`src/design/soc_pkg.sv`:
```
// address map, baud divider and memory depth are fixed here; one request in flight on the bus
package soc_pkg;

    //////////////////////////////
    // widths and depth
    //////////////////////////////
    localparam int addr_w      = 32;
    localparam int data_w      = 32;
    localparam int strb_w      = 4;
    localparam int bram_words  = 256;
    localparam int bram_addr_w = 8;

    //////////////////////////////
    // address map
    //////////////////////////////
    // same address for tx write and rx pop
    localparam logic [addr_w-1:0] uart_tx_addr  = 32'h1000_0000;
    localparam logic [addr_w-1:0] uart_lsr_addr = 32'h1000_0005;
    localparam logic [addr_w-1:0] led_addr      = 32'h1200_0000;
    localparam logic [addr_w-1:0] freq_addr     = 32'h1100_0004;

    localparam logic [data_w-1:0] system_clk_hz = 32'd10_000_000;

    // baud timing in clock cycles
    localparam int clks_per_bit = 16;
    localparam int baud_cnt_w   = $clog2(clks_per_bit);
    localparam logic [baud_cnt_w-1:0] baud_last = baud_cnt_w'(clks_per_bit - 1);
    localparam logic [baud_cnt_w-1:0] baud_half = baud_cnt_w'(clks_per_bit / 2 - 1);

    localparam logic [7:0] led_reset = 8'hF9;

    // line-status layout
    localparam logic [data_w-1:0] rx_empty_word    = '1;
    localparam logic [data_w-1:0] lsr_tx_idle_bits = 32'h0000_6000;
    localparam int                lsr_rx_avail_bit = 8;

    //////////////////////////////
    // bus types
    //////////////////////////////
    typedef struct packed {
        logic [addr_w-1:0] addr;
        logic [data_w-1:0] wdata;
        logic [strb_w-1:0] wstrb;
    } bus_req_t;

    typedef enum logic [2:0] {
        tgt_none,
        tgt_bram,
        tgt_led,
        tgt_uart_data,
        tgt_uart_lsr,
        tgt_freq
    } bus_target_e;

    // one accepted access, active for a single cycle
    typedef struct packed {
        logic                   active;
        bus_target_e            target;
        logic                   write;
        logic [bram_addr_w-1:0] index;
        logic [strb_w-1:0]      strb;
        logic [data_w-1:0]      wdata;
    } bus_access_t;

    typedef enum logic [1:0] {
        st_idle,
        st_start,
        st_data,
        st_stop
    } uart_state_e;

endpackage

```
`src/design/soc_uart_tx.sv`:
```
// 8N1 only, no flow control; a write while a frame is in progress is dropped, poll tx_busy first
`timescale 1ns/10ps

module soc_uart_tx (
    input  logic                 clk,
    input  logic                 resetn,
    input  soc_pkg::bus_access_t acc,
    output logic                 uart_tx,
    output logic                 tx_busy
);

    soc_pkg::uart_state_e             state;
    logic [soc_pkg::baud_cnt_w-1:0]   cnt;
    logic [2:0]                       bit_idx;
    logic [7:0]                       shreg;
    logic                             load;
    logic                             bit_end;
    logic                             shift;

    assign load    = acc.active && acc.write && (acc.target == soc_pkg::tgt_uart_data) &&
                     (state == soc_pkg::st_idle);
    assign bit_end = (cnt == soc_pkg::baud_last);
    // next data bit goes out at the end of start and of each data bit
    assign shift   = bit_end && ((state == soc_pkg::st_start) || (state == soc_pkg::st_data));
    assign tx_busy = (state != soc_pkg::st_idle);

    //////////////////////////////
    // frame sequencer
    //////////////////////////////
    always_ff @(posedge clk) begin
        if (!resetn) begin
            state   <= soc_pkg::st_idle;
            cnt     <= '0;
            bit_idx <= '0;
            uart_tx <= 1'b1;
        end else begin
            cnt <= bit_end ? '0 : cnt + 1'b1;
            unique case (state)
                soc_pkg::st_idle: begin
                    cnt <= '0;
                    if (load) begin
                        state   <= soc_pkg::st_start;
                        uart_tx <= 1'b0;
                    end
                end
                soc_pkg::st_start: begin
                    if (bit_end) begin
                        state   <= soc_pkg::st_data;
                        bit_idx <= '0;
                        uart_tx <= shreg[0];
                    end
                end
                soc_pkg::st_data: begin
                    if (bit_end) begin
                        bit_idx <= bit_idx + 1'b1;
                        if (bit_idx == 3'd7) begin
                            state   <= soc_pkg::st_stop;
                            uart_tx <= 1'b1;
                        end else begin
                            uart_tx <= shreg[0];
                        end
                    end
                end
                soc_pkg::st_stop: begin
                    if (bit_end) begin
                        state <= soc_pkg::st_idle;
                    end
                end
            endcase
        end
    end

    // lsb first
    always_ff @(posedge clk) begin
        if (load) begin
            shreg <= acc.wdata[7:0];
        end else if (shift) begin
            shreg <= {1'b0, shreg[7:1]};
        end
    end

endmodule

```
`config.mk`:
```
export PLATFORM = sky130hd
export DESIGN_NAME = soc_uart_tx
export DESIGN_NICKNAME = d
export VERILOG_FILES = /design/src/design/soc_pkg.sv /design/src/design/soc_uart_tx.sv
export SDC_FILE = /design/constraint.sdc
export NUM_CORES = 1
export LEC_CHECK = 0
export BUFFER_PORTS_ARGS = -buffer_cell sky130_fd_sc_hd__buf_2
export CORE_UTILIZATION = 43
export DETAILED_ROUTE_END_ITERATION = 12
export GPL_ROUTABILITY_DRIVEN = 0
export GPL_TIMING_DRIVEN = 0
export PLACE_DENSITY = 0.74
export RECOVER_POWER = 50
export SYNTH_ARGS = -nofsm -noshare
export SYNTH_HDL_FRONTEND = slang
export SYNTH_SLANG_ARGS = --single-unit
```
`constraint.sdc`:
```
create_clock -name clk -period 2.3 [get_ports clk]
set_clock_uncertainty 0.2 [all_clocks]
set_input_delay 0.345 -clock clk [delete_from_list [all_inputs] [get_ports clk]]
set_output_delay 0.345 -clock clk [all_outputs]
set_load 0.01 [all_outputs]
```
==> run summary <==
status = finished, final reports clean
GRT Util Overall = 13.24%
flops & latches, synth = 18
Crit path top cell by count = inv_1
Final Hold Viols = 0
number of flops mapped to enable cells by yosys = 8
CTS max path bufs = 2
CTS clock-pin slew for the worst setup and hold paths = 0.10 ns
post-synth net total = 141
placed cell area = 1040 sq um
clock group share of total power = 21.8%
setup_tns = 0 ns
Final Cycle Share = 88.30%
grt total ovfl = 0
clk_lat worst skew = 0.28 ns
share of layout cells above drive strength 1 = 28.00%
fin nets = 161
FMAX = 0.4924 GHz
die area = 2355 sq um
minimum clock period = 2.031 ns
# port buffers = 15
CTS sink cnt = 18
Crit-path slowest cell = mux2_2
Max VDD drop = 378.5 uV
core footprint = 2002 sq um
most instantiated cells after synthesis = dfxtp_1 (10), ha_1 (9), edfxtp_1 (8), mux2_2 (8), nand2_1 (8)
first-pass GRT wire length = 2435 microns
pre-CTS WS = 0.2817 ns
CP max stage delay = 0.38 ns
row count = 16
detailed-route via count = 634
hold_buf cts = 0
WP data required = 2.14 ns
Initial Util = 46.50%
TritonCTS clock tree = yes
Initial DRT Pass Iterations = 4
die height = 48.53 microns
crit path DAT = 1.87 ns
worst path cell trace = inv_1 -> ha_1 -> inv_1 -> nor3_4 -> mux2_2
WS Path Type = reg -> reg
Critical Path Source Type = flip-flop
dpl hpwl = 1121 microns
Yosys top cell by area = edfxtp_1
actual slew at the worst max-slew pin = 0.3925 ns
vias in the first global route = 593
asr flop ratio synth = 0%
n_diodes = 0
DR WL/cell = 11.27 microns
vias per cell = 4.992
Synth-to-Final Area Change = 13.17%
number of DRC markers in iteration 0 = 4
sequential area share after synthesis = 47.31%
MaxCap Viol Count = 0
P_int = 0.0005012 W
fin area = 1054 sq um
antenna-violating nets left = 0
Root Driver = clkbuf_4
ys flop type = dfxtp_1
Synth cell types = 29
Die W = 48.53 microns
Synth top area share = 25.81%
Crit. End Element = flip-flop
reg-to-reg setup timing slack = 0.27 ns
largest cells by area after synthesis = edfxtp_1 (26%), dfxtp_1 (22%), ha_1 (12%), mux2_2 (9.7%), nand2_1 (3.2%)
mapped cell area = 930.9 sq um
power per cell area = 682.2 nW/um^2
pin count of the biggest net entering global routing = 11
sequential power share = 51.0%
final-report setup violation count = 0
Rel. slew slack = 73.75%
logic gate share of total power = 27.2%
Hold Path Class = in -> reg
Sw Share = 30.26%
Num CTS Buffers = 3
RSZ-0062 raised after global routing = no
H-tree depth reported by CTS = 1
peak fanout along the critical path = 9
routed wire length = 1431 microns
top-count cell post-synth = dfxtp_1
Net Switching = 0.0002175 W
DRC = 0
warnings from Yosys = 0
initial antenna violation count = 0
Synth Area per Inst = 11.49 sq um
post-CTS setup buffer count = 0
PostCTS Resize Cnt = 0
Syn Inst Count = 81
Slew Limit Fails = 0
Leak Pwr = 0.4373 nW
I/O Pins = 53
Setup WS post-layout = 0.2691 ns
==> worst max-delay path: cells and delay by family (launching register included) <==
family | cells | cell delay, ns
mux | 1 | 0.38
flops | 1 | 0.36
simple gates | 1 | 0.37
fa+ha+maj | 1 | 0.23
buf+inv | 2 | 0.24
==> layer usage <==
| layer | routed length [microns] | track usage, % | vias up |
|---|---|---|---|
| li1 | - | - | 329 |
| met1 | 703 | 17.43 | 290 |
| met2 | 666 | 21.60 | 13 |
| met3 | 51 | 1.887 | 2 |
| met4 | 9 | 5.882 | 0 |
| met5 | 0 | 0 | - |
==> registers in the layout, indices dropped and copies added (netlist names) <==
signal   cells
shreg        8
cnt          4
bit_idx      3
state        2
uart_tx      1
==> stage by stage <==
step	instances	power, W	hold WS [ns]	utilization [%]
2_1_floorplan	81	0.0005267	0.2167	-
3_3_place_gp	123	0.0005787	0.2274	51.94
3_5_place_dp	123	0.0005840	0.2436	51.94
4_1_cts	127	0.0007422	0.1376	53.25
5_1_grt	127	0.0007704	0.1385	52.63
6_report	127	0.0007187	0.1504	52.63
==> cell usage in the layout (no fill, tap or decap), drive strengths merged, types with 2 or more instances in the layout <==
master / count
a21boi: 4
dfxtp: 10
and3: 2
o21ai: 4
nand2: 8
buf: 13
clkbuf: 8
mux2i: 2
ha: 9
nor2: 4
inv: 5
nor3: 2
nand4: 4
xor2: 2
edfxtp: 8
mux2: 8
==> logic make-up (layout without fill, tap and decap cells) <==
kind of cell,Yosys count,in the layout,share of synthesized area [%]
adders and majority gates,9,9,12.10
AOI/OAI and AO/OA,10,10,7.661
xor gates and xnor gates,2,2,1.882
and+or+nand+nor,25,25,15.59
DFF,18,18,47.31
buffers and inverters,7,26,3.628
muxes,10,10,11.83
==> final cells by class <==
class                   count  area (sq um)
fillers                   186         948.4
inverters                   5         18.77
clock buffers               4         26.28
repair buffers             15         72.57
plain buffers               2         7.507
multi-input cells          56         454.2
well taps                  27         33.78
flip-flops and latches     18         440.4
==> worst paths after layout <==
kind,startpoint,endpoint,cells past startpoint
worst min register to register,cnt[0],cnt[0],1
worst max-delay path,state[0],shreg[6],5
worst max register to register,state[0],shreg[6],5
worst min-delay path,acc[7],shreg[7],2
==> power groups by stage <==
stage | sequential (W) | clock, W | combinational [W]
2_1_floorplan | 0.000374 | 0 | 0.000153
3_3_place_gp | 0.000372 | 0 | 0.000207
3_5_place_dp | 0.000374 | 0 | 0.000210
4_1_cts | 0.000367 | 0.000165 | 0.000211
5_1_grt | 0.000369 | 0.000178 | 0.000223
6_report | 0.000367 | 0.000157 | 0.000195
No activity file was read; power rests on OpenSTA's default activity.
