### config.mk
export PLATFORM = sky130hd
export DESIGN_NAME = soc_uart_rx
export DESIGN_NICKNAME = d
export VERILOG_FILES = /design/src/design/soc_pkg.sv /design/src/design/soc_uart_rx.sv
export SDC_FILE = /design/constraint.sdc
export NUM_CORES = 1
export LEC_CHECK = 0
export ABC_AREA = 1
export ABC_CLOCK_PERIOD_IN_PS = 1700
export BUFFER_PORTS_ARGS = -buffer_cell sky130_fd_sc_hd__buf_2
export CAP_MARGIN = 20
export CORE_UTILIZATION = 30
export DETAILED_ROUTE_END_ITERATION = 12
export GPL_TIMING_DRIVEN = 0
export PLACE_DENSITY = 0.68
export SYNTH_ARGS = -nofsm -noshare
export SYNTH_HDL_FRONTEND = slang
export SYNTH_SLANG_ARGS = --single-unit
### constraint.sdc
create_clock -name clk -period 1.7 [get_ports clk]
set_input_delay 0.51 -clock clk [delete_from_list [all_inputs] [get_ports clk]]
set_output_delay 0.51 -clock clk [all_outputs]
set_load 0.02 [all_outputs]
### src/design/soc_pkg.sv
// address map, baud divider and memory depth are fixed here; one request in flight on the bus
package soc_pkg;

    //////////////////////////////
    // widths and depth
    //////////////////////////////
    localparam int addr_w      = 32;
    localparam int data_w      = 32;
    localparam int strb_w      = 4;
    localparam int bram_words  = 256;
    localparam int bram_addr_w = 8;

    //////////////////////////////
    // address map
    //////////////////////////////
    // same address for tx write and rx pop
    localparam logic [addr_w-1:0] uart_tx_addr  = 32'h1000_0000;
    localparam logic [addr_w-1:0] uart_lsr_addr = 32'h1000_0005;
    localparam logic [addr_w-1:0] led_addr      = 32'h1200_0000;
    localparam logic [addr_w-1:0] freq_addr     = 32'h1100_0004;

    localparam logic [data_w-1:0] system_clk_hz = 32'd10_000_000;

    // baud timing in clock cycles
    localparam int clks_per_bit = 16;
    localparam int baud_cnt_w   = $clog2(clks_per_bit);
    localparam logic [baud_cnt_w-1:0] baud_last = baud_cnt_w'(clks_per_bit - 1);
    localparam logic [baud_cnt_w-1:0] baud_half = baud_cnt_w'(clks_per_bit / 2 - 1);

    localparam logic [7:0] led_reset = 8'hF9;

    // line-status layout
    localparam logic [data_w-1:0] rx_empty_word    = '1;
    localparam logic [data_w-1:0] lsr_tx_idle_bits = 32'h0000_6000;
    localparam int                lsr_rx_avail_bit = 8;

    //////////////////////////////
    // bus types
    //////////////////////////////
    typedef struct packed {
        logic [addr_w-1:0] addr;
        logic [data_w-1:0] wdata;
        logic [strb_w-1:0] wstrb;
    } bus_req_t;

    typedef enum logic [2:0] {
        tgt_none,
        tgt_bram,
        tgt_led,
        tgt_uart_data,
        tgt_uart_lsr,
        tgt_freq
    } bus_target_e;

    // one accepted access, active for a single cycle
    typedef struct packed {
        logic                   active;
        bus_target_e            target;
        logic                   write;
        logic [bram_addr_w-1:0] index;
        logic [strb_w-1:0]      strb;
        logic [data_w-1:0]      wdata;
    } bus_access_t;

    typedef enum logic [1:0] {
        st_idle,
        st_start,
        st_data,
        st_stop
    } uart_state_e;

endpackage

### src/design/soc_uart_rx.sv
// 8N1 only, one byte of holding; a byte that is not read in time is overwritten by the next one
`timescale 1ns/10ps

module soc_uart_rx (
    input  logic                 clk,
    input  logic                 resetn,
    input  soc_pkg::bus_access_t acc,
    input  logic                 uart_rx,
    output logic [7:0]           rx_byte,
    output logic                 rx_avail
);

    soc_pkg::uart_state_e           state;
    logic [soc_pkg::baud_cnt_w-1:0] cnt;
    logic [2:0]                     bit_idx;
    logic [7:0]                     shreg;
    logic                           rx_meta;
    logic                           rx_sync;
    logic                           rx_prev;
    logic                           start_edge;
    logic                           sample;
    logic                           done;
    logic                           pop;

    assign start_edge = rx_prev && !rx_sync;
    assign sample     = (state == soc_pkg::st_data) && (cnt == soc_pkg::baud_last);
    assign done       = (state == soc_pkg::st_stop) && (cnt == soc_pkg::baud_last) && rx_sync;
    assign pop        = acc.active && !acc.write && (acc.target == soc_pkg::tgt_uart_data);

    //////////////////////////////
    // line sync and sequencer
    //////////////////////////////
    always_ff @(posedge clk) begin
        if (!resetn) begin
            rx_meta  <= 1'b1;
            rx_sync  <= 1'b1;
            rx_prev  <= 1'b1;
            state    <= soc_pkg::st_idle;
            cnt      <= '0;
            bit_idx  <= '0;
            rx_avail <= 1'b0;
        end else begin
            rx_meta <= uart_rx;
            rx_sync <= rx_meta;
            rx_prev <= rx_sync;
            cnt     <= cnt + 1'b1;
            unique case (state)
                soc_pkg::st_idle: begin
                    cnt <= '0;
                    if (start_edge) begin
                        state <= soc_pkg::st_start;
                    end
                end
                soc_pkg::st_start: begin
                    // half a bit in, then whole bits land mid-bit
                    if (cnt == soc_pkg::baud_half) begin
                        cnt     <= '0;
                        bit_idx <= '0;
                        state   <= rx_sync ? soc_pkg::st_idle : soc_pkg::st_data;
                    end
                end
                soc_pkg::st_data: begin
                    if (sample) begin
                        bit_idx <= bit_idx + 1'b1;
                        if (bit_idx == 3'd7) begin
                            state <= soc_pkg::st_stop;
                        end
                    end
                end
                soc_pkg::st_stop: begin
                    if (cnt == soc_pkg::baud_last) begin
                        state <= soc_pkg::st_idle;
                    end
                end
            endcase
            // a fresh byte wins over a pop in the same cycle
            if (done) begin
                rx_avail <= 1'b1;
            end else if (pop) begin
                rx_avail <= 1'b0;
            end
        end
    end

    // data path
    always_ff @(posedge clk) begin
        if (sample) begin
            shreg <= {rx_sync, shreg[7:1]};
        end
        if (done) begin
            rx_byte <= shreg;
        end
    end

endmodule

==> results.md <==
* Synth warn at 0
* Fin. Hold Viols at 0
* Delay-heaviest family, CP: buffers and inverters
* Antenna viol nets, final at 0
* Area of the multi-input gates at 290.3 µm²
* Sequential share of the synthesized area at about two thirds
* Fin util at 37.43%
* RD Place Congestion at approximately 0.87
* DRC errors left at 0
* DR pass1 iterations at 4
* Post-synth EDFFs at 16
* Hold Path Class: in -> reg
* Synth Area in XOR/XNOR at 0.8102%
* Core area at 3390 µm²
* # IOs at 61
* Via-per-instance ratio at ~4.4
* CTS root buffer: clkbuf_4
* Filler Cell Count at 342
* CP bufs+invs at 2
* Proportion of layout cells with a drive suffix above 1 at 24.39%
* Cts bufs inserted at 5
* Ratio of total power to cell area at approximately 900 nW/µm²
* Routed WL at 1620 µm
* Area growth, synth to finish at 17.36%
* Slowest cell on crit path: dfxtp_1
* Clock latency on the worst-skew pair at between 0.3 and 0.4 ns
* Yosys reg bits at 29
* Status: completed
* Avg WL per Cell at 9.586 µm
* Post-synth ARST share at 0%
* Setup crit end kind: flop
* Clock skew at between 0.007 and 0.008 ns
* Synth Cell Area at 1081 µm²
* Die area at 3848 µm²
* Setup CP Type: reg -> reg
* Total leakage power at 0.5347 nW
* Initial drt markers at 16
* Placed inst area at 1214 µm²
* Largest stage delay on the critical path at 0.36 ns
* Data required time of the critical path at 1.71 ns
* Met1 usage at under 10%
* Top cells by area, synth: edfxtp_1 (44%), dfxtp_1 (24%), nand2_1 (7.6%)
* Post-Syn Instances at 100
* Proportion of synthesized area in mux cells at 0%
* Total negative setup slack at 0 ns
* Post-CTS setup buffer count at 0
* Clk pin slew, worst setup/hold paths at about 0.09 ns
* Ant. Diodes at 0
* Synth cell count leaders: nand2_1 (22), edfxtp_1 (16), dfxtp_1 (13)
* Avg Cell Area, Syn at approximately 11 µm²
* Worst Tran Pin Value at 0.2926 ns
* Post-CTS Hold Buffers at 0
* Clk buf depth at 2
* Min Clock Period, post-route at 1.537 ns
* Yosys top cell by area: edfxtp_1
* Count of cells resized by post-cts repair at 0
* Crit path cell chain: ha_1 -> nand3_1 -> inv_2 -> nand2_1 -> inv_1
* DIE HEIGHT at 62.03 µm
* Synth cell types at 17
* Number of I/O port buffers at 15
* CTS tree: built
* Initial cell density of the core at 31.89%
* # rows at 21
* GRT Util Overall at about a tenth
* Adder and majority gate portion of the synthesized area at 3.472%
* Count leader, synth: nand2_1
* Yosys top cell area share at 44.44%
* Worst vdd ir at 0.5506 mV
* Die W at between 60 and 70 µm
* Initial antenna violation count at 0
* Crit-path max FO at 8
* Mapped Nets at 155
* Period Utilization, post-route at 90.40%
* Non-Filler Instances at 169
* First-pass GRT wire length at ~2700 µm
* Met2 Use GR at 17.33%
* Vias at 743
* Final instance area at 1269 µm²
* Type of origin of the critical path: flop
* Relative slew slack at 80.47%
* Vias in the first global route at 686
* Largest family of logic cells by synthesized area: simple AND/OR/NAND/NOR gates
* Arrival time at the worst endpoint at approximately 1.6 ns
* Total gr overflow at 0
* Largest net degree at the start of global routing at 11
* Num Clock Sinks at 29
* Simple-gate share of the synthesized area at between 20% and 30%
* GRT busiest layer: met2
* Inst Count DP at 161
* Register Area at approximately 740 µm²
* Maximum clock rate at 650.7 MHz
* Max Cap Violations at 0
* RSZ-0062 raised after global routing: no
* Detailed Place HPWL at about 1200 µm
* H-Tree Depth at 2
* Fin Hold WS at between 0.3 and 0.4 ns
* Compound-Gate Fraction of Synth Area at between 1.5 and 2%
* Final Max Slew Viols at 0
* Nets at approximately 180
* Final setup fails at 0
* Most used DFF post-synth: edfxtp_1
* GR Layer Usage met3 at 7.039%
worst register-to-register path, cell delays in order, from the launching register on:
cell	delay (ns)
dfxtp_1	0.36
ha_1	0.23
nand3_1	0.13
inv_2	0.10
nand2_1	0.13
inv_1	0.27
placed cells by master, fill, tap and decap left out:
master / count
nand2_1: 22
buf_2: 16
edfxtp_1: 16
dfxtp_1: 13
nor2_1: 10
nand3_1: 7
inv_1: 7
clkbuf_4: 5
inv_2: 4
a21oi_1: 4
nand4_1: 3
ha_1: 3
nor2_2: 2
nor3_1: 2
nand3b_1: 2
or2_1: 2
clkinv_2: 2
clkinv_1: 1
xor2_1: 1
clkinvlp_4: 1
metal layers:
metal / routed length [µm] / share of wire (%) / up-vias
li1: - / - / 375
met1: 684 / 42 / 343
met2: 783 / 48 / 18
met3: 117 / 7.2 / 7
met4: 35 / 2.2 / 0
met5: 0 / 0 / -
cell type report:
type	count	area share [%]
multi-input cells	58	22.88
clock buffers	5	2.959
clock inverters	3	1.381
repair buffers	15	5.917
inverters	12	3.550
well taps	46	4.536
flip-flops and latches	29	58.38
plain buffers	1	0.3945
cell families (layout without fill, tap and decap cells):
kind of cell / after synthesis / in the layout
simple gates: 50 / 50
buf+inv: 13 / 36
xor+xnor: 1 / 1
flops: 29 / 29
compound gates: 4 / 4
fa+ha+maj: 3 / 3
state kept, by name, indices dropped and copies added (netlist names), named ones only:
signal,cells
rx_byte,8
shreg,8
cnt,4
bit_idx,3
rx_avail,1
rx_meta,1
rx_prev,1
rx_sync,1
state,1
through the flow:
step	setup WS (ns)	power [mW]
6_report	0.1632	1.161
2_1_floorplan	0.3553	0.7735
5_1_grt	0.02167	1.210
4_1_cts	0.1497	1.177
3_5_place_dp	0.1438	0.7847
3_3_place_gp	0.2192	0.7835
path summary, 6_finish.rpt:
| check | start | to | slack (ns) | cells past startpoint |
|---|---|---|---|---|
| worst max-delay path | cnt[0] | shreg[0] | 0.16 | 5 |
| worst min-delay path | uart_rx | rx_meta | 0.35 | 2 |
| worst max register to register | cnt[0] | shreg[0] | 0.16 | 5 |
| worst min register to register | rx_meta | rx_sync | 0.42 | 1 |
power breakdown:
group	total, mW	internal [mW]	switching [mW]
registers	0.740	0.736	0.00425
logic	0.0284	0.0123	0.0161
clock network	0.392	0.155	0.237
total	1.16	0.904	0.257
No activity file was read; power rests on OpenSTA's default activity.
