==> config.mk <==
export PLATFORM = sky130hd
export DESIGN_NAME = soc_bus_decode
export DESIGN_NICKNAME = d
export VERILOG_FILES = /design/src/design/soc_pkg.sv /design/src/design/soc_bus_decode.sv
export SDC_FILE = /design/constraint.sdc
export NUM_CORES = 1
export LEC_CHECK = 0
export BUFFER_PORTS_ARGS = -buffer_cell sky130_fd_sc_hd__clkbuf_2
export CAP_MARGIN = 20
export CORE_UTILIZATION = 28
export CTS_CLUSTER_DIAMETER = 50
export DETAILED_ROUTE_END_ITERATION = 10
export PLACE_DENSITY_LB_ADDON = 0.15
export SLEW_MARGIN = 10
export SYNTH_ARGS = -nofsm -noshare
export SYNTH_HDL_FRONTEND = slang
export SYNTH_SLANG_ARGS = --single-unit
==> constraint.sdc <==
create_clock -name clk -period 1.48 [get_ports clk]
set_input_delay 0.074 -clock clk [delete_from_list [all_inputs] [get_ports clk]]
set_output_delay 0.074 -clock clk [all_outputs]
set_load 0.05 [all_outputs]
==> src/design/soc_pkg.sv <==
// address map, baud divider and memory depth are fixed here; one request in flight on the bus
package soc_pkg;

    //////////////////////////////
    // widths and depth
    //////////////////////////////
    localparam int addr_w      = 32;
    localparam int data_w      = 32;
    localparam int strb_w      = 4;
    localparam int bram_words  = 256;
    localparam int bram_addr_w = 8;

    //////////////////////////////
    // address map
    //////////////////////////////
    // same address for tx write and rx pop
    localparam logic [addr_w-1:0] uart_tx_addr  = 32'h1000_0000;
    localparam logic [addr_w-1:0] uart_lsr_addr = 32'h1000_0005;
    localparam logic [addr_w-1:0] led_addr      = 32'h1200_0000;
    localparam logic [addr_w-1:0] freq_addr     = 32'h1100_0004;

    localparam logic [data_w-1:0] system_clk_hz = 32'd10_000_000;

    // baud timing in clock cycles
    localparam int clks_per_bit = 16;
    localparam int baud_cnt_w   = $clog2(clks_per_bit);
    localparam logic [baud_cnt_w-1:0] baud_last = baud_cnt_w'(clks_per_bit - 1);
    localparam logic [baud_cnt_w-1:0] baud_half = baud_cnt_w'(clks_per_bit / 2 - 1);

    localparam logic [7:0] led_reset = 8'hF9;

    // line-status layout
    localparam logic [data_w-1:0] rx_empty_word    = '1;
    localparam logic [data_w-1:0] lsr_tx_idle_bits = 32'h0000_6000;
    localparam int                lsr_rx_avail_bit = 8;

    //////////////////////////////
    // bus types
    //////////////////////////////
    typedef struct packed {
        logic [addr_w-1:0] addr;
        logic [data_w-1:0] wdata;
        logic [strb_w-1:0] wstrb;
    } bus_req_t;

    typedef enum logic [2:0] {
        tgt_none,
        tgt_bram,
        tgt_led,
        tgt_uart_data,
        tgt_uart_lsr,
        tgt_freq
    } bus_target_e;

    // one accepted access, active for a single cycle
    typedef struct packed {
        logic                   active;
        bus_target_e            target;
        logic                   write;
        logic [bram_addr_w-1:0] index;
        logic [strb_w-1:0]      strb;
        logic [data_w-1:0]      wdata;
    } bus_access_t;

    typedef enum logic [1:0] {
        st_idle,
        st_start,
        st_data,
        st_stop
    } uart_state_e;

endpackage

==> src/design/soc_bus_decode.sv <==
// req must stay stable while valid is high; every target answers with ready one cycle later
`timescale 1ns/10ps

module soc_bus_decode (
    input  logic                 clk,
    input  logic                 resetn,
    input  logic                 valid,
    input  soc_pkg::bus_req_t    req,
    output logic                 ready,
    output soc_pkg::bus_access_t acc,
    output soc_pkg::bus_target_e resp_target
);

    soc_pkg::bus_target_e target;

    //////////////////////////////
    // address decode
    //////////////////////////////
    always_comb begin
        if (req.addr < (soc_pkg::bram_words * 4)) begin
            target = soc_pkg::tgt_bram;
        end else if (req.addr == soc_pkg::uart_tx_addr) begin
            target = soc_pkg::tgt_uart_data;
        end else if (req.addr == soc_pkg::uart_lsr_addr) begin
            target = soc_pkg::tgt_uart_lsr;
        end else if (req.addr == soc_pkg::led_addr) begin
            target = soc_pkg::tgt_led;
        end else if (req.addr == soc_pkg::freq_addr) begin
            target = soc_pkg::tgt_freq;
        end else begin
            target = soc_pkg::tgt_none;
        end
    end

    // strobe held off by the pending ready so one request gives one access
    always_comb begin
        acc.active = valid && !ready;
        acc.target = target;
        acc.write  = |req.wstrb;
        acc.index  = req.addr[soc_pkg::bram_addr_w+1:2];
        acc.strb   = req.wstrb;
        acc.wdata  = req.wdata;
    end

    //////////////////////////////
    // response timing
    //////////////////////////////
    always_ff @(posedge clk) begin
        if (!resetn) begin
            ready       <= 1'b0;
            resp_target <= soc_pkg::tgt_none;
        end else begin
            ready       <= acc.active;
            resp_target <= acc.active ? target : soc_pkg::tgt_none;
        end
    end

endmodule

==> key figures, run 1 <==
Finish
  • Layout area overhead: 3.81%
  • Ant diodes: 0
  • Post-route cell area: ~680 µm²
  • Fill count: 252
  • Final #Nets: 169
  • Layout cells sized above 1: roughly 74%

Synthesis
  • Distinct cell type count after synthesis: 20
  • Seq/Total Area, Yosys: 12.2%
  • Synth Warn #: 0
  • Net Count, Synth: 149
  • Synth Cell Area: 657 µm²
  • Syn Area/Cell: 8.42 µm²
  • Post-Synthesis Cells: 78
  • Yosys reg bits: 4

Clock tree
  • CTS buffer count: 3
  • Root buffer cell: clkbuf_4
  • Post-CTS Hold Fix Bufs: 0
  • CTS tree: done
  • H-tree depth: 1
  • Latest clock arrival within the worst-skew pair: around 0.23 ns
  • Clock slew at reported path FFs: 0.03 ns
  • Clock sink count: 4
  • Clk buf depth: 2

Worst setup path
  • Crit. Startpoint: req[57]
  • R2R setup slack: 0.63 ns
  • Worst Setup End Kind: output pin
  • Worst reg2reg startpoint: ready
  • FF-to-FF path depth: 3
  • WS Path Type: in2out
  • Crit path cell chain: clkbuf_2 > nor4_1 > nand3_2 > nor3_2 > o31a_1 > clkbuf_2
  • Cell mode on critical path: clkbuf_2
  • Crit path max-delay cell type: nor4_1
  • Crit start category: primary input
  • Critical path endpoint: acc[45]
  • Worst EP required: 1.41 ns
  • CP Data Arrival Time: 1.30 ns
  • R2r endpoint: resp_target[2]
  • CP peak stage delay: between 0.3 and 0.4 ns
  • CP max FO: 4

Global routing
  • Global Route Usage Sum: 10.6%
  • First-pass GRT wire length: 2.06 mm
  • Largest net degree at the start of global routing: 6
  • Initial antenna violation count: 0
  • Grt ovf: 0
  • Vias in the first global route: between 500 and 600

Flow run
  • Max_cap viols: 0

Timing
  • Tightest Pin Transition: 0.295 ns
  • Minimum clock period: about 1.4 ns
  • Post-Route Skew: 0.0000296 ns
  • Max_slew headroom: 80.2%
  • Endpoints failing setup: 0
  • Final hold slack: 0.123 ns
  • Final Cycle Share: 92.5%
  • Total Neg Setup Slack: 0 ns
  • Unrepaired setup endpoints after global routing: false
  • Final Max Tran Viols: 0
  • Final Hold Vio Count: 0
  • Peak Freq: 730 MHz
  • Setup ws final: 0.110 ns

Place
  • Gp weighted congestion: 0.674
  • IO Port Bufs: 59
  • Pre-CTS setup slack: 0.0847 ns
  • Post-DP Area: 659 µm²

Floorplan
  • Starting Density: 29.7%
  • # rows: 17
  • Floorplan core area: roughly 2200 µm²
  • DIE AREA: 2540 µm²
  • Die height: ~50 µm
  • Die Wd: approximately 50 µm
  • IO Pins: 124

Routing
  • Iteration-0 DRC Markers: 4
  • Routed via count: ~540
  • Post-route DRC: 0
  • WL final: 1.37 mm
  • Vias/cell: about 4.3
  • TritonRoute pass-1 iters: 6
  • DRT antenna net count: 0
  • DR WL/cell: roughly 11 µm

Power
  • P per Cell Area: 616 nW/µm²
  • P_leak: 0.367 nW
  • Max VDD drop: 0.000194 V
  • Tot Pwr: 420 µW

Worst hold path
  • Hold WC Path Type: in2reg

Status
  • Outcome: finished, final reports clean
==> state kept, by name (all words and copies together) (netlist names) <==
register,cells
ready,1
resp_target,3
==> cells in the mapped netlist <==
cell | count | area (µm²)
nor4_1 | 2 | 12.5
dfxtp_1 | 4 | 80.1
nor4_2 | 1 | 12.5
nor3_2 | 1 | 10.0
nor2b_1 | 1 | 6.26
nor3_1 | 2 | 10.0
and2_1 | 3 | 18.8
nand3_1 | 1 | 5.00
nand3b_1 | 1 | 7.51
nor4_4 | 3 | 63.8
nor2_1 | 5 | 18.8
or4_1 | 1 | 7.51
nand2_1 | 1 | 3.75
nand3_2 | 3 | 30.0
or3_1 | 1 | 6.26
and3_1 | 1 | 6.26
xor2_1 | 1 | 8.76
o311a_1 | 1 | 10.0
o31a_1 | 1 | 8.76
buf_4 | 44 | 330
==> placed cells by master, fill, tap and decap left out, drive strengths merged, types with 3 or more instances in the layout <==
cell type | netlist | layout
nand3 | 4 | 4
clkbuf | 0 | 61
nor4 | 6 | 6
dfxtp | 4 | 4
and2 | 3 | 3
nor2 | 5 | 5
nor3 | 3 | 3
==> layer usage <==
layer / routed length, µm / GRT usage, % / vias to the layer above
met5: 0 / 0 / -
met4: 17 / 9.72 / 0
met3: 258 / 6.36 / 6
met2: 761 / 20.4 / 48
met1: 332 / 6.32 / 226
li1: - / - / 258
==> report_power, final <==
| part | switching, mW | internal (mW) | total [mW] |
|---|---|---|---|
| logic | 0.119 | 0.0596 | 0.179 |
| registers | 0.000914 | 0.110 | 0.111 |
| clock network | 0.0397 | 0.0904 | 0.130 |
| total | 0.160 | 0.260 | 0.420 |
==> critical path, delay by kind of cell <==
kind | cells | cell delay (ns)
and+or+nand+nor | 3 | 0.70
buffers and inverters | 2 | 0.35
AOI/OAI and AO/OA | 1 | 0.18
==> final cells by class <==
cell class	count	area, µm²	share of cell area, %
clock buffers	3	22.5	3.30
multi-input cells	30	249	36.5
repair buffers	59	295	43.3
flip-flops and latches	4	80.1	11.7
well taps	28	35.0	5.14
==> metrics by stage <==
step	util (%)	cells
after floorplan	-	78
after global placement	29.8	121
after global routing	30.8	124
after detailed placement	29.8	121
after CTS	30.8	124
final	30.8	124
==> how the worst min path moves through the flow <==
stage	from	end	slack (ns)	cells after the start
floorplan	resetn	ready	0.25	1
global placement	req[25]	acc[21]	0.15	0
detailed placement	req[25]	acc[21]	0.15	0
CTS	resetn	ready	0.12	2
global route	req[21]	acc[17]	0.15	0
finish	resetn	ready	0.12	2
==> cell families after synthesis <==
| logic type | synth area share, % |
|---|---|
| buffers and inverters | 50.3 |
| AO/OA/AOI/OAI | 2.86 |
| flip-flops | 12.2 |
| XOR/XNOR | 1.33 |
| AND/OR/NAND/NOR | 33.3 |
==> repair_timing <==
item                                    CTS  global route
resized for setup                         0             1
setup buffers                             0             0
endpoints found under the setup margin    0             1
Power figures use the tool's default switching activity.
==> run 2: changes to the inputs <==
==> constraint.sdc (replaced) <==
create_clock -name clk -period 1.48 [get_ports clk]
set_input_delay 0.074 -clock clk [delete_from_list [all_inputs] [get_ports clk]]
set_output_delay 0.074 -clock clk [all_outputs]
set_load 0.02 [all_outputs]
==> run 2 against run 1 <==
Effect of this change: combinational power is 27% lower; worst hold slack better by 0.0072 ns; critical endpoint unchanged; clock power hardly changed.
==> key figures, run 2 (synthesized netlist as in run 1, its figures left out) <==
Clock tree
  • Setup Fix Bufs, Post-CTS: 0 (unchanged)
  • Latest clock arrival within the worst-skew pair: 0.23 ns (about the same)
  • Post-CTS Hold Fix Bufs: 0 (unchanged)
  • Clock slew at reported path FFs: 0.04 ns (about the same)
  • Clk buf depth: 2 (unchanged)
  • Root buffer cell: clkbuf_4
  • CTS tree: done
  • Clock sink count: 4 (unchanged)
  • H-tree depth: 1 (unchanged)
  • Post-CTS Resized: 0 (unchanged)
  • CTS buffer count: 3 (unchanged)

Worst setup path
  • CP max FO: 4 (unchanged)
  • Crit path cell chain: clkbuf_2 > nor4_1 > nand3_2 > nor3_2 > o31a_1 > clkbuf_2
  • Crit path max-delay cell type: nor4_1
  • Crit start category: primary input
  • Worst Setup End Kind: output pin
  • CP peak stage delay: 0.34 ns (+0.02 ns)
  • Cell mode on critical path: clkbuf_2
  • CP Data Arrival Time: 1.21 ns (-0.09 ns)
  • Buffers and inverters on the worst path: 2 (unchanged)
  • Worst EP required: 1.41 ns (about the same)
  • CP top delay family: simple AND/OR/NAND/NOR gates
  • WS Path Type: in2out

Power
  • P per Cell Area: 543 nW/µm² (-12%)
  • Max VDD drop: 0.000202 V (+4.2%)
  • P_leak: 0.365 nW (-0.56%)

Routing
  • Routed via count: 548 (+1.9%)
  • WL final: 1.29 mm (-6.1%)
  • DRT antenna net count: 0 (unchanged)
  • TritonRoute pass-1 iters: 2 (-4)
  • Iteration-0 DRC Markers: 5 (+1)
  • DR WL/cell: 10.4 µm (-6.1%)
  • Vias/cell: 4.42 (+1.9%)
  • Post-route DRC: 0 (unchanged)

Worst hold path
  • Hold WC Path Type: in2reg

Place
  • IO Port Bufs: 59 (unchanged)
  • Post-DP Area: 657 µm² (-0.38%)
  • Gp weighted congestion: 0.713 (+5.8%)
  • Pre-CTS setup slack: 0.156 ns (+0.0718 ns)
  • Hpwl dp: 1.21 mm

Finish
  • Ant diodes: 0 (unchanged)
  • Fill count: 269 (+6.7%)
  • Most frequent cells in the layout: clkbuf_2 (59), nor2_1 (5), dfxtp_1 (4)
  • Reg area: 80.1 µm² (unchanged)
  • Largest register FFs: 3 (unchanged)
  • Largest reg by FF count: resp_target
  • Largest regs: resp_target (3), ready (1)
  • Post-route cell area: 679 µm² (-0.37%)
  • Most common library cell in the layout ignoring fill and taps: clkbuf_2
  • Layout cells sized above 1: 72.9% (-1.0 points)
  • Multi-input gate area in the final layout: 246 µm² (-1.0%)
  • Final Util: 30.7% (-0.11 points)
  • Final #Nets: 169 (unchanged)
  • Layout area overhead: 3.43%

Status
  • Outcome: finished, final reports clean

Global routing
  • Largest net degree at the start of global routing: 6 (unchanged)
  • First-pass GRT wire length: 1.84 mm (-10%)
  • Initial antenna violation count: 0 (unchanged)
  • Grt ovf: 0 (unchanged)
  • Global Route Usage Sum: 9.35% (-1.3 points)
  • Vias in the first global route: 492 (-6.1%)

Timing
  • Final Cycle Share: 86.8% (-5.7 points)
  • Tightest Pin Transition: 0.329 ns (+0.0345 ns)
  • Endpoints failing setup: 0 (unchanged)
  • Post-Route Skew: 0.00239 ns (+0.00236 ns)
  • Minimum clock period: 1.29 ns (-0.0843 ns)
  • Unrepaired setup endpoints after global routing: false
  • Setup ws final: 0.195 ns (+0.0843 ns)
  • Final Hold Vio Count: 0 (unchanged)
  • Peak Freq: 778 MHz (+6.6%)
  • Total Neg Setup Slack: 0 ns (unchanged)
  • Max_slew headroom: 77.8% (-2.3 points)
  • Final Max Tran Viols: 0 (unchanged)

Floorplan
  • Starting Density: 29.7% (unchanged)
  • Floorplan core area: 2210 µm² (unchanged)
  • # rows: 17 (unchanged)
  • Die height: 50.4 µm (unchanged)
  • IO Pins: 124 (unchanged)
  • Die Wd: 50.4 µm (unchanged)
  • DIE AREA: 2540 µm² (unchanged)

Flow run
  • Max_cap viols: 0 (unchanged)
==> run 2: cell types whose count changed in the layout (fill, tap and decap cells not counted) <==
cell and change:
buf_2 -1, clkbuf_2 +1, nor2b_1 +1, nor2b_2 -1
==> run 2: final cells by class <==
| cell class | instances | share of cell area (%) |
|---|---|---|
| repair buffers | 59 | 43.5 |
| multi-input cells | 30 | 36.3 |
| flip-flops and latches | 4 | 11.8 |
| clock buffers | 3 | 3.31 |
| well taps | 28 | 5.16 |
==> run 2: path summary, 6_finish.rpt <==
path,start,to,slack [ns],cells past startpoint
setup / recovery,req[53],acc[45],0.19,6
hold / removal,resetn,ready,0.13,2
setup reg to reg,ready,resp_target[0],0.60,3
hold reg to reg,ready,ready,0.63,2
==> run 2: stage by stage <==
stage | power, mW | hold slack, ns | instances
after global routing | 0.390 | 0.148 | 124
after global placement | 0.243 | 0.148 | 121
after detailed placement | 0.244 | 0.148 | 121
final | 0.369 | 0.130 | 124
after CTS | 0.381 | 0.122 | 124
after floorplan | 0.310 | 0.246 | 78
==> run 2: where the power goes <==
part	internal [mW]	leakage, nW	switching, mW	total (mW)
sequential	0.110	0.0324	0.000755	0.111
clock	0.0902	0.0138	0.0383	0.129
combinational	0.0593	0.319	0.0705	0.130
total	0.260	0.365	0.110	0.369
==> run 2: routing by layer <==
layer / vias to the layer above / share of wire (%) / track usage [%]
met4: 0 / 1.3 / 6.94
met3: 6 / 17 / 4.85
li1: 257 / - / -
met2: 55 / 53 / 16.7
met5: - / 0 / 0
met1: 230 / 29 / 7.75
