===== src/design/soc_pkg.sv =====
// address map, baud divider and memory depth are fixed here; one request in flight on the bus
package soc_pkg;

    //////////////////////////////
    // widths and depth
    //////////////////////////////
    localparam int addr_w      = 32;
    localparam int data_w      = 32;
    localparam int strb_w      = 4;
    localparam int bram_words  = 256;
    localparam int bram_addr_w = 8;

    //////////////////////////////
    // address map
    //////////////////////////////
    // same address for tx write and rx pop
    localparam logic [addr_w-1:0] uart_tx_addr  = 32'h1000_0000;
    localparam logic [addr_w-1:0] uart_lsr_addr = 32'h1000_0005;
    localparam logic [addr_w-1:0] led_addr      = 32'h1200_0000;
    localparam logic [addr_w-1:0] freq_addr     = 32'h1100_0004;

    localparam logic [data_w-1:0] system_clk_hz = 32'd10_000_000;

    // baud timing in clock cycles
    localparam int clks_per_bit = 16;
    localparam int baud_cnt_w   = $clog2(clks_per_bit);
    localparam logic [baud_cnt_w-1:0] baud_last = baud_cnt_w'(clks_per_bit - 1);
    localparam logic [baud_cnt_w-1:0] baud_half = baud_cnt_w'(clks_per_bit / 2 - 1);

    localparam logic [7:0] led_reset = 8'hF9;

    // line-status layout
    localparam logic [data_w-1:0] rx_empty_word    = '1;
    localparam logic [data_w-1:0] lsr_tx_idle_bits = 32'h0000_6000;
    localparam int                lsr_rx_avail_bit = 8;

    //////////////////////////////
    // bus types
    //////////////////////////////
    typedef struct packed {
        logic [addr_w-1:0] addr;
        logic [data_w-1:0] wdata;
        logic [strb_w-1:0] wstrb;
    } bus_req_t;

    typedef enum logic [2:0] {
        tgt_none,
        tgt_bram,
        tgt_led,
        tgt_uart_data,
        tgt_uart_lsr,
        tgt_freq
    } bus_target_e;

    // one accepted access, active for a single cycle
    typedef struct packed {
        logic                   active;
        bus_target_e            target;
        logic                   write;
        logic [bram_addr_w-1:0] index;
        logic [strb_w-1:0]      strb;
        logic [data_w-1:0]      wdata;
    } bus_access_t;

    typedef enum logic [1:0] {
        st_idle,
        st_start,
        st_data,
        st_stop
    } uart_state_e;

endpackage


===== src/design/soc_io_regs.sv =====
// rdata is only meaningful in the ready cycle; writes to the status and frequency words are ignored
`timescale 1ns/10ps

module soc_io_regs (
    input  logic                       clk,
    input  logic                       resetn,
    input  soc_pkg::bus_access_t       acc,
    input  soc_pkg::bus_target_e       resp_target,
    input  logic [soc_pkg::data_w-1:0] mem_rdata,
    input  logic [7:0]                 rx_byte,
    input  logic                       rx_avail,
    input  logic                       tx_busy,
    output logic [soc_pkg::data_w-1:0] rdata,
    output logic [7:0]                 led
);

    logic [soc_pkg::data_w-1:0] rx_word;
    logic [soc_pkg::data_w-1:0] lsr_word;
    logic                       uart_hit;

    assign uart_hit = acc.active && (acc.target == soc_pkg::tgt_uart_data);

    //////////////////////////////
    // led register
    //////////////////////////////
    always_ff @(posedge clk) begin
        if (!resetn) begin
            led <= soc_pkg::led_reset;
        end else if (acc.active && acc.write && (acc.target == soc_pkg::tgt_led)) begin
            led <= acc.wdata[7:0];
        end
    end

    // receive word, zero for a tx write
    always_ff @(posedge clk) begin
        if (uart_hit) begin
            if (acc.write) begin
                rx_word <= '0;
            end else begin
                rx_word <= rx_avail ? {24'b0, rx_byte} : soc_pkg::rx_empty_word;
            end
        end
    end

    // line status
    always_comb begin
        lsr_word = '0;
        if (!tx_busy) begin
            lsr_word = soc_pkg::lsr_tx_idle_bits;
        end
        lsr_word[soc_pkg::lsr_rx_avail_bit] = rx_avail;
    end

    //////////////////////////////
    // read return
    //////////////////////////////
    always_comb begin
        unique case (resp_target)
            soc_pkg::tgt_bram:      rdata = mem_rdata;
            soc_pkg::tgt_uart_data: rdata = rx_word;
            soc_pkg::tgt_uart_lsr:  rdata = lsr_word;
            soc_pkg::tgt_freq:      rdata = soc_pkg::system_clk_hz;
            default:                rdata = '0;
        endcase
    end

endmodule


===== config.mk =====
export PLATFORM = sky130hd
export DESIGN_NAME = soc_io_regs
export DESIGN_NICKNAME = d
export VERILOG_FILES = /design/src/design/soc_pkg.sv /design/src/design/soc_io_regs.sv
export SDC_FILE = /design/constraint.sdc
export NUM_CORES = 1
export LEC_CHECK = 0
export CORE_MARGIN = 2
export CORE_UTILIZATION = 30
export DETAILED_ROUTE_END_ITERATION = 10
export DONT_BUFFER_PORTS = 1
export GPL_ROUTABILITY_DRIVEN = 0
export SLEW_MARGIN = 20
export SYNTH_ARGS = -nofsm -noshare
export SYNTH_HDL_FRONTEND = slang
export SYNTH_SLANG_ARGS = --single-unit

===== constraint.sdc =====
create_clock -name clk -period 1.39 [get_ports clk]
set_input_delay 0.2085 -clock clk [delete_from_list [all_inputs] [get_ports clk]]
set_output_delay 0.2085 -clock clk [all_outputs]
set_load 0.02 [all_outputs]

==> metrics.txt, run 1 <==
status finished with violations; failing checks setup timing; final setup fails 23; hold slack 109 ps; Int Pwr 0.857 mW; clk slew on worst S/H paths 60 ps; Seq cells post-synth 17; Net Sw Frac 25.7%; CP arrival 1250 ps; CTS Buf Count 3; post-synthesis cell type with the largest combined area edfxtp_1; Avg WL per Cell 14.3 um; hold depth 2; cells taking the most area after synthesis edfxtp_1, mux2i_1, dfxtp_1, a21o_1, nor2b_1; post-layout util 37.9%; Clock power frac 29.8%; MaxCap Viol Count 0; Die Y 66.9 um; worst r2r src led[5]$_SDFFE_PN1P_; setup TNS -745 ps; leakage power 0.613 nW; initial antenna violation count 0; # clock sinks 17; WL final 2510 um; Synth-to-Final Area Change 19.4%; first-pass GRT wire length 3550 um; number of nets in the layout 225; Finished Cell Area 1420 sq um; antenna cells 0; Post-Synthesis Cell Area 1190 sq um; Setup WS pre-CTS 65.2 ps; largest net degree at the start of global routing 22; Yosys top cell area share 22.8%; Worst setup SP type flip-flop; clock insertion delay at the later pin of the skew report 240 ps; Placed Instance Area 1200 sq um; crit end category primary output; Flop pwr share 47.7%; 1st-iter DRT viols 26; FILL cells 371; post-synthesis cell type count 22; HP Class primary input to flip-flop; top post-synthesis cells by count a21o_1, mux2i_1, nor2b_1, inv_1; Setup Skew 0 ps; io pins 136; post-synthesis sequential area ratio 36.2%; Reg area 430 sq um; H-tree depth 1; DRC Markers 0; asr flop ratio synth 0%; Max clock buf depth 2; number of routed nets with antenna violations 0; PwrDens 814 nW/um^2; Die Area 4480 sq um; Synthesized Nets 221; post-route minimum period 1460 ps; grt ovf 0; CTS root buffer clkbuf_8; Critical Path RT 1180 ps; worst setup path category flip-flop to primary output; Final Power 1.15 mW; RSZ-0062 raised after global routing true; Initial Util 31.7%; CTS tree built; Ys Warns 0; Die W 66.9 um; hpwl dp 2010 um; FMAX 0.684 GHz; dpl cells 168; critical path startpoint rx_word[30]$_SDFFCE_PP0P_; Worst slew margin 60.3%; syn_area_per_cell 9.50 sq um; Non-Filler Instances 176; Hold Path Origin acc[1]; Post-Synthesis Cells 125; worst vdd ir 405 uV; layout cells sized above 1 26.6%; final hold viol count 0; drt pass-1 iters 2; Tot GR Track Use 10.2%; power share of the combinational group 22.4%; Tightest Pin Transition 595 ps; top_reg_cell synth edfxtp_1; Final Slew Violations 0; Crit Path Max Fanout 7; Post-synth EDFFs 9; Setup WS post-layout -71.6 ps; Core Area 3740 sq um; NetSw 0.297 mW; routed via count 902; I/O Buffers 0; routed vias/inst 5.13; Final period util 105%; area taken by multi-input logic gates 768 sq um; worst-case reg-to-reg path depth 2; row cnt 22; most common cell in the netlist a21o_1; vias in the first global route 802
sequential cells by signal, summed over array words and instances (netlist names):
signal	cells
rx_word	9
led	8
metal layers:
layer | wire (um) | global-route usage [%]
met1 | 877 | 10.0
met2 | 1310 | 19.9
met3 | 282 | 3.38
met4 | 36 | 3.06
met5 | 0 | 0
area by class of cell:
cell class	instances	share of cell area [%]
Clock buffer	4	3.18
Inverter	11	2.91
Multi-Input combinational cell	88	54.2
Sequential cell	17	30.4
Tap cell	48	4.24
Timing Repair Buffer	8	5.12
timing repair:
item	in CTS	in global routing
gates cloned	0	1
hold buffers	0	0
setup buffers	3	0
setup endpoints to repair	21	24
resized for setup	4	14
pin swaps	3	0
kinds of logic after synthesis:
logic type / synth area share, %
buf+inv: 10.3
flops: 36.2
mux: 15.2
compound gates: 20.4
simple gates: 17.8
worst max-delay path, cell delays in order, from the launching register on:
cell	delay, ps
edfxtp_1	390
nand3b_1	130
a21boi_4	270
a21o_1	230
layout by cell type (no fill, tap or decap):
cell type	synthesis	final
mux2i_1	18	18
a21o_4	0	16
nor2b_1	12	12
inv_1	11	11
nor2_1	9	9
edfxtp_1	9	9
a21oi_1	8	8
dfxtp_1	8	8
buf_4	1	7
nand2_1	5	5
a21o_1	21	5
clkbuf_8	0	3
nand2b_4	2	2
nor2_4	2	2
o21ai_0	3	2
nand3b_1	2	2
or3_1	1	1
a21boi_4	0	1
o32ai_1	1	1
o21ai_1	0	1
o311a_1	1	1
nor3b_2	1	1
clkbuf_1	2	1
nor2_2	0	1
buf_12	0	1
power by group through the flow:
stage / Sequential, mW / Combinational, mW / Clock, mW
2_1_floorplan: 0.559 / 0.219 / 0
3_3_place_gp: 0.562 / 0.216 / 0
3_5_place_dp: 0.562 / 0.217 / 0
4_1_cts: 0.551 / 0.235 / 0.356
5_1_grt: 0.551 / 0.277 / 0.376
6_report: 0.551 / 0.259 / 0.344
path summary, 6_finish.rpt:
| kind | endpoint | slack [ps] |
|---|---|---|
| setup / recovery | rdata[10] | -70 |
| hold / removal | led[1]$_SDFFE_PN0P_ | 110 |
| setup reg to reg | led[5]$_SDFFE_PN1P_ | 650 |
| hold reg to reg | led[1]$_SDFFE_PN0P_ | 560 |
No activity file was read; power rests on OpenSTA's default activity.
==> inputs of run 2 (changes only) <==
RECOVER_POWER = 50   (was unset)
==> run 2 against run 1 <==
Compared with the run above:
- the run still ends with setup timing left
- core utilization shrank 0.33 points
- sequential power is essentially flat
- clock skew unchanged
- count of clock-buffer cells in the layout did not move
- sequential share of layout area increased by 0.27 points
- combinational power about the same
- maximum frequency decreased by 0.12%
- clock power barely moved
- register-to-register slack is essentially flat
- setup slack lost 1.8 ps
- critical path type unchanged
- largest power group unchanged
==> metrics.txt, run 2 (synthesized netlist as in run 1, its figures left out) <==
worst r2r src led[5]$_SDFFE_PN1P_; Max clock buf depth 2; R2R setup slack 650 ps; FMAX 0.683 GHz; Avg WL per Cell 14.4 um; most common cell after layout, fill and taps aside mux2i_1; hold buffer count at CTS 0; Core Area 3740 sq um; Synth-to-Final Area Change 18.3%; CTS Buf Count 3; failing checks setup timing; Crit Path Max Fanout 7; top flop regs rx_word x9, led x8; final hold viol count 0; CP arrival 1250 ps; 1st-iter DRT viols 23; clk slew on worst S/H paths 60 ps; first-pass GRT wire length 3550 um; worst-case reg-to-reg path depth 2; CTS tree built; hpwl dp 2010 um; largest net degree at the start of global routing 22; worst setup path category flip-flop to primary output; Tot GR Track Use 10.2%; row cnt 22; FILL cells 376; vias in the first global route 802; CTS root buffer clkbuf_8; I/O Buffers 0; antenna cells 0; layout cells sized above 1 24.2%; routed via count 904; Die Y 66.9 um; PwrDens 822 nW/um^2; most flop-heavy register rx_word; post-route minimum period 1460 ps; most frequent cells in the layout mux2i_1, a21o_4, nor2b_1; status finished with violations; initial antenna violation count 0; crit end category primary output; io pins 136; number of nets in the layout 225; # clock sinks 17; MaxCap Viol Count 0; Worst setup SP type flip-flop; hold worst-path end led[1]$_SDFFE_PN0P_; Tightest Pin Transition 595 ps; RSZ-0062 raised after global routing true; Non-Filler Instances 176; leakage power 0.604 nW; worst vdd ir 405 uV; Hold Path Origin acc[1]; routed vias/inst 5.14; setup TNS -793 ps; Setup Skew 0 ps; H-tree depth 1; Finished Cell Area 1410 sq um; Initial Util 31.7%; clock insertion delay at the later pin of the skew report 240 ps; WL final 2530 um; Final period util 105%; final setup fails 23; Largest register FFs 9; drt pass-1 iters 2; Die W 66.9 um; Final Power 1.15 mW; Setup WS post-layout -73.4 ps; HP Class primary input to flip-flop; grt ovf 0; Placed Instance Area 1200 sq um; dpl cells 168; R2R Path End led[5]$_SDFFE_PN1P_; Worst slew margin 60.3%; Die Area 4480 sq um; Final Slew Violations 0; DRC Markers 0; Critical Path RT 1180 ps; number of routed nets with antenna violations 0; hold depth 2
==> run 2: changes by cell type in the layout (fill, tap and decap cells not counted) <==
cell | previous run | this run
nor3b_2 | 1 | 0
clkbuf_1 | 1 | 3
buf_4 | 7 | 5
nor3b_1 | 0 | 1
==> run 2: power by group <==
part	internal [mW]	switching, mW
registers	0.542	0.00898
clock network	0.202	0.144
logic	0.112	0.146
total	0.856	0.299
==> run 2: area by class of cell <==
class / count / area [sq um] / share of cell area, %
clock buffer: 4 / 45.0 / 3.21
inverter: 11 / 41.3 / 2.94
multi-input combinational: 88 / 763 / 54.3
sequential: 17 / 430 / 30.6
tap: 48 / 60.1 / 4.27
timing repair buffer: 8 / 65.1 / 4.63
==> run 2: worst max path at each step <==
stage	start	endpoint	slack, ps	cells past startpoint
detailed placement	rx_word[30]$_SDFFCE_PP0P_	rdata[9]	70	3
floorplan	rx_avail	rdata[8]	40	3
CTS	rx_word[30]$_SDFFCE_PP0P_	rdata[15]	-100	3
global placement	rx_word[30]$_SDFFCE_PP0P_	rdata[9]	90	3
finish	rx_word[30]$_SDFFCE_PP0P_	rdata[10]	-70	3
global route	rx_word[30]$_SDFFCE_PP0P_	rdata[10]	-190	3
==> run 2: per-layer routing <==
layer / share of wire (%) / track usage (%)
met1: 36 / 10.0
met5: 0 / 0
met3: 11 / 3.38
met4: 1.4 / 3.06
met2: 52 / 19.9
==> run 2: critical path: stages (launching register included) <==
cell      delay [ps]
edfxtp_1         390
nand3b_1         130
a21boi_4         270
a21o_1           230
==> run 2: repair_timing <==
action	4_1_cts	5_1_grt
setup buffers	3	0
endpoints found under the setup margin	21	24
pin swaps	3	0
cloned	0	1
resized for setup	4	14
==> run 2: per-stage QoR <==
| step | utilization, % | hold slack, ps | worst slack (ps) |
|---|---|---|---|
| after floorplan | - | 351 | 44.8 |
| after global placement | 32.2 | 355 | 92.3 |
| after detailed placement | 32.2 | 364 | 65.2 |
| after CTS | 35.1 | 108 | -99.0 |
| after global routing | 37.5 | 128 | -186 |
| final | 37.5 | 109 | -73.4 |
==> inputs of run 3 (changes only) <==
CAP_MARGIN = 20   (was unset)
CORE_ASPECT_RATIO = 0.9   (was unset)
SKIP_LAST_GASP = 1   (was unset)
==> run 3 against run 2 <==
Compared with the run above:
- the flow still finishes with violations (setup timing)
- first-iteration DRC count rose by 26%
- total power down 1.1%
- combinational power down 14%
- count of clock-buffer cells in the layout shrank 1
- sequential share of layout area rose by 3.2 points
- die area is essentially flat
- cell area shrank 9.4%
- clock skew is the same
- global-route usage down 0.098 points
- maximum frequency is 0.21% higher
- largest cell class unchanged
==> metrics.txt, run 3 (synthesized netlist as in run 1, its figures left out) <==
status finished with violations; failing checks setup timing; hold depth 2; FMAX 0.685 GHz; post-layout util 33.9%; Worst slew margin 65.6%; Crit path largest cell delay 420 ps; initial antenna violation count 0; leakage power 0.631 nW; hold buffer count at CTS 0; # clock sinks 17; most frequent cells in the layout a21o_1, mux2i_1, nor2b_1; CTS tree built; I/O Buffers 0; Core Area 3760 sq um; largest net degree at the start of global routing 22; R2R setup slack 650 ps; Tightest Pin Transition 516 ps; Final period util 105%; Die W 70.3 um; setup TNS -875 ps; Worst path depth 4; Worst Path Buf+Inv 2; clk slew on worst S/H paths 70 ps; top flop regs rx_word x9, led x8; PwrDens 898 nW/um^2; CTS Buf Count 3; HP Class primary input to flip-flop; first-pass GRT wire length 3600 um; most flop-heavy register rx_word; H-tree depth 1; antenna cells 0; worst setup path category flip-flop to primary output; hold worst-path end led[2]$_SDFFE_PN0P_; grt ovf 0; worst-case reg-to-reg path depth 2; row cnt 21; final setup fails 24; Placed Instance Area 1200 sq um; Die Y 63.7 um; final hold viol count 0; DRC Markers 0; crit end category primary output; number of routed nets with antenna violations 0; Tot GR Track Use 10.1%; Largest register FFs 9; routed vias/inst 5.01; Setup WS post-layout -70.4 ps; Initial Util 31.6%; most common cell after layout, fill and taps aside a21o_1; number of nets in the layout 223; Max clock buf depth 2; R2R Path End led[7]$_SDFFE_PN1P_; CP top delay family flip-flops; RSZ-0062 raised after global routing true; WL final 2490 um; routed via count 861; CTS root buffer clkbuf_8; Setup WS pre-CTS 95.6 ps; Synth-to-Final Area Change 7.17%; 1st-iter DRT viols 29; CP arrival 1250 ps; Slowest cell on crit path edfxtp_1; Avg WL per Cell 14.5 um; Finished Cell Area 1270 sq um; worst vdd ir 462 uV; Critical Path RT 1180 ps; worst r2r src led[7]$_SDFFE_PN1P_; post-route minimum period 1460 ps; Final Slew Violations 0; io pins 136; vias in the first global route 784; Worst setup SP type flip-flop; drt pass-1 iters 4; MaxCap Viol Count 0; Crit Path Max Fanout 3; Die Area 4480 sq um; Hold Path Origin acc[2]; hpwl dp 2040 um; layout cells sized above 1 11.1%; Setup Skew 0 ps; crit-path cells buf_4 -> mux2i_1 -> o32ai_1 -> buf_4; clock insertion delay at the later pin of the skew report 250 ps; most used cell, CP buf_4
==> run 3: cell count changes in the layout (fill, tap and decap cells not counted), sizes merged <==
| cell | change |
|---|---|
| clkbuf | -1 |
| nor2 | -1 |
| clkinvlp | +1 |
| buf | -1 |
==> run 3: layer usage <==
| metal | GRT usage (%) | wire, um |
|---|---|---|
| met2 | 17.8 | 1240 |
| met3 | 4.00 | 265 |
| met5 | 0 | 0 |
| met4 | 3.61 | 19 |
| met1 | 10.9 | 968 |
==> run 3: where the power goes <==
part           total (mW)  switching (mW)  internal, mW  leakage [nW]
clock               0.370           0.168         0.202        0.0217
sequential          0.550         0.00910         0.541         0.141
combinational       0.222           0.137        0.0850         0.468
==> run 3: how the worst max path moves through the flow <==
stage | endpoint | slack (ps) | from
2_1_floorplan | rdata[8] | 40 | rx_avail
3_3_place_gp | rdata[10] | 130 | rx_word[30]$_SDFFCE_PP0P_
3_5_place_dp | rdata[10] | 100 | rx_word[30]$_SDFFCE_PP0P_
4_1_cts | rdata[8] | -90 | rx_word[30]$_SDFFCE_PP0P_
5_1_grt | rdata[19] | -140 | rx_word[30]$_SDFFCE_PP0P_
6_report | rdata[8] | -70 | rx_word[30]$_SDFFCE_PP0P_
==> run 3: worst reg2reg max path: cells and delay by family (launching register included) <==
family / cells / cell delay, ps
AND/OR/NAND/NOR: 1 / 90
multiplexers: 1 / 120
flip-flops: 1 / 460
==> run 3: area by class of cell <==
cell class / count / area (sq um)
flip-flops and latches: 17 / 430
fillers: 386 / 2480
repair buffers: 7 / 57.6
clock inverters: 1 / 7.51
well taps: 46 / 57.6
inverters: 11 / 41.3
clock buffers: 3 / 41.3
multi-input cells: 87 / 637
==> run 3: timing repair <==
item | in CTS | in global routing
resized for setup | 1 | 2
pin swaps | 2 | 0
setup endpoints to repair | 22 | 24
buffers inserted | 2 | 0
==> run 3: stage by stage <==
stage	hold WS [ps]	std cells	total power [mW]
3_5_place_dp	370	166	0.779
3_3_place_gp	358	166	0.775
6_report	92.9	172	1.14
4_1_cts	91.5	172	1.15
5_1_grt	92.6	172	1.18
2_1_floorplan	351	125	0.779
